**src/rtc_pkg.sv**
```systemverilog
`default_nettype none

package rtc_pkg;

   // ############################################################
   // Field widths
   // ############################################################

   typedef logic [5:0]  unit_val_t;
   typedef logic [4:0]  day_t;
   typedef logic [3:0]  month_t;
   typedef logic [15:0] year_t;
   typedef logic [2:0]  weekday_t;
   typedef logic [1:0]  wb_addr_t;
   typedef logic [31:0] wb_data_t;

   // Second sits in the low bits so the struct also reads as an array of
   // unit values indexed from seconds upward.
   typedef struct packed {
      unit_val_t hour;
      unit_val_t minute;
      unit_val_t second;
   } rtc_time_t;

   typedef struct packed {
      year_t    year;
      month_t   month;
      day_t     day;
      weekday_t weekday;
   } rtc_date_t;

   localparam int NUM_UNITS = 3;
   localparam int UNIT_MOD [NUM_UNITS] = '{60, 60, 24};

   // ############################################################
   // Reset values and register map
   // ############################################################

   localparam rtc_time_t RESET_TIME = '{hour: 6'd11, minute: 6'd59, second: 6'd58};
   localparam rtc_date_t RESET_DATE = '{year: 16'd2023, month: 4'd5, day: 5'd9,
                                        weekday: 3'd2};

   localparam wb_addr_t REG_TIME    = 2'd0;
   localparam wb_addr_t REG_DATE    = 2'd1;
   localparam wb_addr_t REG_WEEKDAY = 2'd2;
   localparam wb_addr_t REG_CTRL    = 2'd3;

endpackage

`default_nettype wire

```
**src/calendar_date.sv**
```systemverilog
`timescale 1ns/1ps
`default_nettype none

module calendar_date
   import rtc_pkg::*;
(
   input  wire            secclk,
   input  wire            arst_n,
   input  wire            day_inc,
   input  wire            load,
   input  wire rtc_date_t load_date,
   output rtc_date_t      date
);

   logic     wd_fix;
   logic     advance;
   weekday_t zel_wd;

   function automatic logic is_leap(input year_t y);
      return (((y % 4) == 0) && ((y % 100) != 0)) || ((y % 400) == 0);
   endfunction

   function automatic day_t month_len(input month_t m, input year_t y);
      day_t len;
      case (m)
         4'd2:                    len = is_leap(y) ? 5'd29 : 5'd28;
         4'd4, 4'd6, 4'd9, 4'd11: len = 5'd30;
         default:                 len = 5'd31;
      endcase
      return len;
   endfunction

   // Zeller's congruence; January and February count as months 13 and 14
   // of the year before. Its result has 0 for Saturday, shifted here to Sunday.
   function automatic weekday_t zeller(input day_t d, input month_t m, input year_t y);
      int unsigned mm;
      int unsigned yy;
      int unsigned h;
      if (m < 4'd3)
      begin
         mm = m + 12;
         yy = y - 1;
      end
      else
      begin
         mm = m;
         yy = y;
      end
      h = (d + (13 * (mm + 1)) / 5 + yy + yy / 4 - yy / 100 + yy / 400) % 7;
      return weekday_t'((h + 6) % 7);
   endfunction

   function automatic weekday_t wd_step(input weekday_t w);
      return (w == 3'd6) ? 3'd0 : w + 1'b1;
   endfunction

   assign advance = day_inc && !load;
   assign zel_wd  = zeller(date.day, date.month, date.year);

   // ############################################################
   // Date registers
   // ############################################################

   always_ff @(posedge secclk or negedge arst_n)
   begin
      if (!arst_n)
      begin
         date   <= RESET_DATE;
         wd_fix <= 1'b0;
      end
      else
      begin
         wd_fix <= load;
         if (load)
         begin
            date.year  <= load_date.year;
            date.month <= load_date.month;
            date.day   <= load_date.day;
         end
         else if (day_inc)
         begin
            if (date.day >= month_len(date.month, date.year))
            begin
               date.day <= 5'd1;
               if (date.month == 4'd12)
               begin
                  date.month <= 4'd1;
                  date.year  <= date.year + 1'b1;
               end
               else
                  date.month <= date.month + 1'b1;
            end
            else
               date.day <= date.day + 1'b1;
         end

         // The weekday follows a written date one cycle late.
         if (wd_fix)
            date.weekday <= advance ? wd_step(zel_wd) : zel_wd;
         else if (advance)
            date.weekday <= wd_step(date.weekday);
      end
   end

endmodule

`default_nettype wire

```
**src/rtc_top.sv**
```systemverilog
`timescale 1ns/1ps
`default_nettype none

module rtc_top
   import rtc_pkg::*;
#(
   parameter int TICK_DIV = 1000000
) (
   input  wire           secclk,
   input  wire           arst_n,
   input  wire           cyc,
   input  wire           stb,
   input  wire           we,
   input  wire wb_addr_t adr,
   input  wire wb_data_t dat_w,
   output wb_data_t      dat_r,
   output logic          ack,
   output rtc_time_t     now_time,
   output rtc_date_t     now_date,
   output logic          sec_pulse
);

   localparam unit_val_t [NUM_UNITS-1:0] RESET_UNITS = RESET_TIME;

   logic                        tick;
   logic                        run;
   logic                        quick;
   logic                        time_load;
   logic                        date_load;
   rtc_time_t                   time_wdata;
   rtc_date_t                   date_wdata;
   logic      [NUM_UNITS:0]     carry;
   unit_val_t [NUM_UNITS-1:0]   unit_val;
   unit_val_t [NUM_UNITS-1:0]   unit_load;

   tick_prescaler #(
      .TICK_DIV (TICK_DIV)
   ) u_prescaler (
      .secclk (secclk),
      .arst_n (arst_n),
      .run    (run),
      .quick  (quick),
      .tick   (tick)
   );

   // ############################################################
   // Seconds, minutes and hours chained by their carries
   // ############################################################

   assign carry[0]  = tick;
   assign unit_load = time_wdata;

   for (genvar i = 0; i < NUM_UNITS; i++)
   begin : g_unit
      time_unit_counter #(
         .MODULUS   (UNIT_MOD[i]),
         .RESET_VAL (RESET_UNITS[i])
      ) u_unit (
         .secclk    (secclk),
         .arst_n    (arst_n),
         .carry_in  (carry[i]),
         .load      (time_load),
         .load_val  (unit_load[i]),
         .value     (unit_val[i]),
         .carry_out (carry[i+1])
      );
   end

   calendar_date u_calendar (
      .secclk    (secclk),
      .arst_n    (arst_n),
      .day_inc   (carry[NUM_UNITS]),
      .load      (date_load),
      .load_date (date_wdata),
      .date      (now_date)
   );

   rtc_wb_regs u_regs (
      .secclk     (secclk),
      .arst_n     (arst_n),
      .cyc        (cyc),
      .stb        (stb),
      .we         (we),
      .adr        (adr),
      .dat_w      (dat_w),
      .dat_r      (dat_r),
      .ack        (ack),
      .cur_time   (now_time),
      .cur_date   (now_date),
      .run        (run),
      .quick      (quick),
      .time_load  (time_load),
      .time_wdata (time_wdata),
      .date_load  (date_load),
      .date_wdata (date_wdata)
   );

   assign now_time  = unit_val;
   assign sec_pulse = tick;

endmodule

`default_nettype wire

```
**src/rtc_wb_regs.sv**
```systemverilog
`timescale 1ns/1ps
`default_nettype none

module rtc_wb_regs
   import rtc_pkg::*;
(
   input  wire            secclk,
   input  wire            arst_n,
   input  wire            cyc,
   input  wire            stb,
   input  wire            we,
   input  wire wb_addr_t  adr,
   input  wire wb_data_t  dat_w,
   output wb_data_t       dat_r,
   output logic           ack,
   input  wire rtc_time_t cur_time,
   input  wire rtc_date_t cur_date,
   output logic           run,
   output logic           quick,
   output logic           time_load,
   output rtc_time_t      time_wdata,
   output logic           date_load,
   output rtc_date_t      date_wdata
);

   logic     req;
   logic     wr;
   wb_data_t rd_data;

   // A new request is one seen while ack is low, so ack never repeats.
   assign req = cyc && stb && !ack;
   assign wr  = req && we;

   assign time_load = wr && (adr == REG_TIME);
   assign date_load = wr && (adr == REG_DATE);

   assign time_wdata = '{hour:   {1'b0, dat_w[20:16]},
                         minute: dat_w[13:8],
                         second: dat_w[5:0]};

   assign date_wdata = '{year:    dat_w[31:16],
                         month:   dat_w[11:8],
                         day:     dat_w[4:0],
                         weekday: '0};

   // ############################################################
   // Handshake and control
   // ############################################################

   always_ff @(posedge secclk or negedge arst_n)
   begin
      if (!arst_n)
      begin
         ack   <= 1'b0;
         run   <= 1'b1;
         quick <= 1'b0;
      end
      else
      begin
         ack <= req;
         if (wr && adr == REG_CTRL)
         begin
            run   <= dat_w[0];
            quick <= dat_w[1];
         end
      end
   end

   always_comb
   begin
      case (adr)
         REG_TIME:    rd_data = {11'd0, cur_time.hour[4:0], 2'd0, cur_time.minute,
                                 2'd0, cur_time.second};
         REG_DATE:    rd_data = {cur_date.year, 4'd0, cur_date.month, 3'd0, cur_date.day};
         REG_WEEKDAY: rd_data = {29'd0, cur_date.weekday};
         default:     rd_data = {30'd0, quick, run};
      endcase
   end

   // Read data is captured on the edge that raises ack.
   always_ff @(posedge secclk)
   begin
      if (req && !we)
         dat_r <= rd_data;
   end

endmodule

`default_nettype wire

```
**src/tick_prescaler.sv**
```systemverilog
`timescale 1ns/1ps
`default_nettype none

module tick_prescaler #(
   parameter int TICK_DIV = 1000
) (
   input  wire  secclk,
   input  wire  arst_n,
   input  wire  run,
   input  wire  quick,
   output logic tick
);

   localparam int CW = (TICK_DIV > 1) ? $clog2(TICK_DIV) : 1;
   localparam logic [CW-1:0] RELOAD = CW'(TICK_DIV - 1);

   logic [CW-1:0] cnt;

   // The counter rests at its reload value whenever it is not needed.
   always_ff @(posedge secclk or negedge arst_n)
   begin
      if (!arst_n)
         cnt <= RELOAD;
      else if (!run || quick || cnt == '0)
         cnt <= RELOAD;
      else
         cnt <= cnt - 1'b1;
   end

   assign tick = run && (quick || cnt == '0);

endmodule

`default_nettype wire

```
**src/time_unit_counter.sv**
```systemverilog
`timescale 1ns/1ps
`default_nettype none

module time_unit_counter
   import rtc_pkg::*;
#(
   parameter int        MODULUS   = 60,
   parameter unit_val_t RESET_VAL = '0
) (
   input  wire            secclk,
   input  wire            arst_n,
   input  wire            carry_in,
   input  wire            load,
   input  wire unit_val_t load_val,
   output unit_val_t      value,
   output logic           carry_out
);

   localparam unit_val_t MAX_VAL = unit_val_t'(MODULUS - 1);

   logic at_max;

   assign at_max    = (value == MAX_VAL);
   assign carry_out = carry_in && at_max;

   // Load wins over a carry arriving in the same cycle.
   always_ff @(posedge secclk or negedge arst_n)
   begin
      if (!arst_n)
         value <= RESET_VAL;
      else if (load)
         value <= load_val;
      else if (carry_in)
      begin
         if (at_max)
            value <= '0;
         else
            value <= value + 1'b1;
      end
   end

endmodule

`default_nettype wire
```
**config.mk**
```make
export PLATFORM = sky130hd
export DESIGN_NAME = rtc_top
export DESIGN_NICKNAME = d
export VERILOG_FILES = /design/src/rtc_pkg.sv /design/src/calendar_date.sv /design/src/rtc_top.sv /design/src/rtc_wb_regs.sv /design/src/tick_prescaler.sv /design/src/time_unit_counter.sv
export SDC_FILE = /design/constraint.sdc
export NUM_CORES = 1
export LEC_CHECK = 0
export ABC_AREA = 1
export BUFFER_PORTS_ARGS = -buffer_cell sky130_fd_sc_hd__buf_2
export CORE_MARGIN = 1
export CORE_UTILIZATION = 40
export DETAILED_ROUTE_END_ITERATION = 6
export SLEW_MARGIN = 20
export SYNTH_ARGS = -nofsm -noshare
export SYNTH_HDL_FRONTEND = slang
export SYNTH_SLANG_ARGS = --single-unit
```
**constraint.sdc**
```tcl
create_clock -name secclk -period 54.7 [get_ports secclk]
set_input_delay 10.94 -clock secclk [delete_from_list [all_inputs] [get_ports secclk]]
set_output_delay 10.94 -clock secclk [all_outputs]
set_load 0.05 [all_outputs]
```
==> impl_metrics.py <==
metrics = {
    "sta": {
        "worst_hold_check_slack_ns": 0.480,
        "finalSetupTns_ns": 0,
        "timing_worst_slew_pin_value_ns": 1.00,
        "timing.clock.skew_ns": 0.00977,
        "final_min_period_over_clock_period": 0.497,
        "max_transition_margin": 0.325,
        "clock.fmax_mhz": 36.8,
        "setup_violations": 0,
        "timing_max_transition_violations_final": 0,
        "hold_viol_final": 0,
        "rsz0062_at_grt": "false",
        "layout_min_cycle_time_ns": 27.21,
    },
    "final_layout": {
        "antenna_cells_inserted": 0,
        "syn2layout_area_growth_pct": 9.34,
        "finalNetCount": 2620,
        "proportion_of_layout_cells_with_a_drive_suffix_above_1": 0.130,
        "final_cell_count_no_fill": 2898,
        "nFillCells": 3848,
    },
    "placement": {
        "placement.io_buffers": 110,
        "hpwl_um": 31400,
        "dp_cells": 2882,
        "routability_congestion_estimate_from_global_placement": 0.899,
    },
    "global_route": {
        "grt_max_degree": 71,
        "grt_pass1_vias": 13800,
        "grt.overflow.total": 0,
        "grt_antenna_before_repair": 0,
        "grt_util_all_layers": 0.203,
        "grt_first_pass_wirelength_um": 64600,
    },
    "yosys": {
        "synth_top_family_by_area": "simple AND/OR/NAND/NOR gates",
        "synth_compound_gate_area_share": 0.125,
        "postSynthAreaPerCell_um2": 6.46,
        "postSynth.topFlopCell": "dfstp_2",
        "mappedNetlistArea_um2": 14900,
        "synth_simple_gate_area_share": 0.349,
        "yosysWarnings": 0,
        "yosys-mux-area-fraction": 0,
        "async_flop_share": 0.714,
        "synthDominantAreaCellType": "nand2_1",
        "synthMostInstantiatedCell": "nand2_1",
        "share_of_synthesized_area_occupied_by_flip_flops_and_latches": 0.177,
        "synthCells": 2310,
        "synth.top_cells.by_area": "nand2_1 14%, inv_1 10%, ha_1 8.5%",
        "synth-adder-area-share": 0.159,
        "synth_edf_count": 28,
        "synth_common_cells": "554 x nand2_1, 401 x inv_1, 256 x nor2_1",
        "synth_seq_cells": 98,
        "synthXorXnorAreaFrac": 0.0693,
        "synth_top_area_frac": 0.139,
        "count_of_cell_types_in_the_netlist": 69,
    },
    "drt": {
        "totalWireLength_um": 38300,
        "route.vias.total": 14600,
        "viasPerCell": 5.05,
        "remaining_drc_errors": 0,
        "drtIter0Drc": 762,
        "antenna_left": 0,
        "first_pass_iters": 5,
        "post_drt_wl_per_cell_um": 13.2,
    },
    "clocking": {
        "clock_sinks": 98,
        "ctsLongestPathBuffers": 2,
        "tritoncts": "done",
        "cts.clk_slew.worst_paths_ns": 0.08,
        "ctsRootBufferMaster": "clkbuf_16",
        "ctsResizeCount": 0,
        "clock_latency_on_the_worst_skew_pair_ns": 0.36,
        "post_cts.repair.setup_buffers": 0,
        "htree_levels": 3,
        "ctsHoldBuffers": 0,
        "cts_buffers": 9,
    },
    "min_path": {
        "min_path_type": "flip-flop to flip-flop",
    },
    "run_status": {
        "outcome": "completed",
    },
    "floorplan": {
        "die_h_um": 195,
        "placementRows": 70,
        "i_o_pin_count": 119,
        "start_util": 0.407,
        "placeableCoreArea_um2": 36700,
        "fp.dieArea_um2": 38100,
        "chipWidth_um": 195,
    },
    "setup_path": {
        "timing_worst_setup_path_type": "flip-flop to flip-flop",
        "r2r_slack_ns": 27.49,
        "worst_ep_required_time_ns": 55.00,
        "critical_path_peak_fanout": 10,
        "crit_path_frequent_cell": "nand2_1",
        "critical_path_arrival_ns": 27.51,
        "critical_path.slowest_cell": "dfstp_2",
        "start_kind": "flip-flop",
        "critPathMaxStageDelay_ns": 0.67,
        "timing.critical_path.to_type": "flip-flop",
    },
    "run": {
        "max_cap_viol_count": 0,
    },
}
==> routing by layer <==
metal / wire length (µm) / vias up / GRT usage / part of all wire
met1: 18500 / 6809 / 0.274 / 0.48
met2: 18200 / 232 / 0.353 / 0.47
met4: 223 / 0 / 0.0260 / 0.0058
li1: - / 7587 / - / -
met5: 0 / - / 0 / 0
met3: 1490 / 16 / 0.0275 / 0.039
==> stage by stage <==
| stage | cell area (µm²) | setup slack (ns) | util |
|---|---|---|---|
| 2_1_floorplan | 15000 | 31.12 | - |
| 3_3_place_gp | 16000 | 28.22 | 0.437 |
| 3_5_place_dp | 16000 | 27.50 | 0.437 |
| 4_1_cts | 16300 | 27.41 | 0.445 |
| 5_1_grt | 16300 | 23.99 | 0.445 |
| 6_report | 16300 | 27.49 | 0.445 |
==> layout make-up <==
type / count / area [µm²] / share of cell area
Sequential cell: 98 / 2640 / 0.162
Clock inverter: 6 / 50.0 / 0.00307
Multi-Input combinational cell: 1757 / 10500 / 0.646
Inverter: 443 / 1670 / 0.103
Timing Repair Buffer: 116 / 596 / 0.0365
Clock buffer: 10 / 229 / 0.0140
Tap cell: 468 / 586 / 0.0359
==> final timing paths <==
kind,start,end,depth (start not counted)
worst max-delay path,u_calendar.date[8]$_DFFE_PN1P_,u_calendar.date[1]$_DFFE_PN1P_,212
worst min-delay path,u_prescaler.cnt[0]$_DFF_PN1_,u_prescaler.cnt[0]$_DFF_PN1_,1
worst max register to register,u_calendar.date[8]$_DFFE_PN1P_,u_calendar.date[1]$_DFFE_PN1P_,212
worst min register to register,u_prescaler.cnt[0]$_DFF_PN1_,u_prescaler.cnt[0]$_DFF_PN1_,1
max in group asynchronous,arst_n,u_calendar.date[25]$_DFFE_PN0P_,2
min in group asynchronous,arst_n,u_calendar.date[0]$_DFFE_PN0P_,2
==> registers in the layout (all words and copies together), names as in the netlist <==
| register | cells |
|---|---|
| g_unit.u_unit.value | 18 |
| u_regs.quick | 1 |
| u_prescaler.cnt | 20 |
| u_regs.ack | 1 |
| u_calendar.wd_fix | 1 |
| u_calendar.date | 28 |
| u_regs.dat_r | 28 |
| u_regs.run | 1 |
==> worst max-delay path, delay by kind of cell, from the launching register on <==
family                     cells  cell delay [ns]
AOI/OAI and AO/OA             20             3.45
buffers and inverters         36             2.78
DFF                            1             0.67
adders and majority gates     14             4.23
xor gates and xnor gates       9             1.80
and+or+nand+nor              133            14.19
==> cell usage in the layout (no fill, tap or decap), types with 5 or more instances in the layout <==
cell | netlist | routed
a21oi_1 | 70 | 70
a22oi_1 | 9 | 9
a31oi_1 | 12 | 12
buf_2 | 3 | 110
buf_4 | 7 | 6
clkbuf_16 | 0 | 9
clkinv_1 | 12 | 12
clkinv_2 | 6 | 7
conb_1 | 2 | 17
dfrtp_1 | 31 | 31
dfstp_2 | 39 | 39
edfxtp_1 | 28 | 28
fa_1 | 55 | 55
ha_1 | 101 | 101
inv_1 | 401 | 401
inv_2 | 23 | 23
nand2_1 | 554 | 554
nand2_2 | 51 | 51
nand2_4 | 8 | 8
nand3_1 | 143 | 143
nand3_2 | 12 | 12
nand3b_1 | 9 | 9
nand4_1 | 41 | 41
nand4_2 | 8 | 8
nor2_1 | 256 | 255
nor2_2 | 5 | 6
nor2_4 | 9 | 9
nor3_1 | 33 | 33
nor4_1 | 8 | 7
o211ai_1 | 23 | 23
o21ai_0 | 103 | 103
o21ai_1 | 21 | 21
o21bai_1 | 10 | 10
o221ai_1 | 5 | 5
o22ai_1 | 19 | 19
or2_2 | 8 | 8
xnor2_1 | 30 | 30
xor2_1 | 88 | 88
==> logic make-up after synthesis <==
logic type | Yosys count
adders and majority gates | 156
DFF | 98
buffers and inverters | 470
xor gates and xnor gates | 118
and+or+nand+nor | 1155
other | 2
AOI/OAI and AO/OA | 311
Power is not shown: default switching activity piles up to over one toggle a cycle in this logic, so the estimate is an artifact.
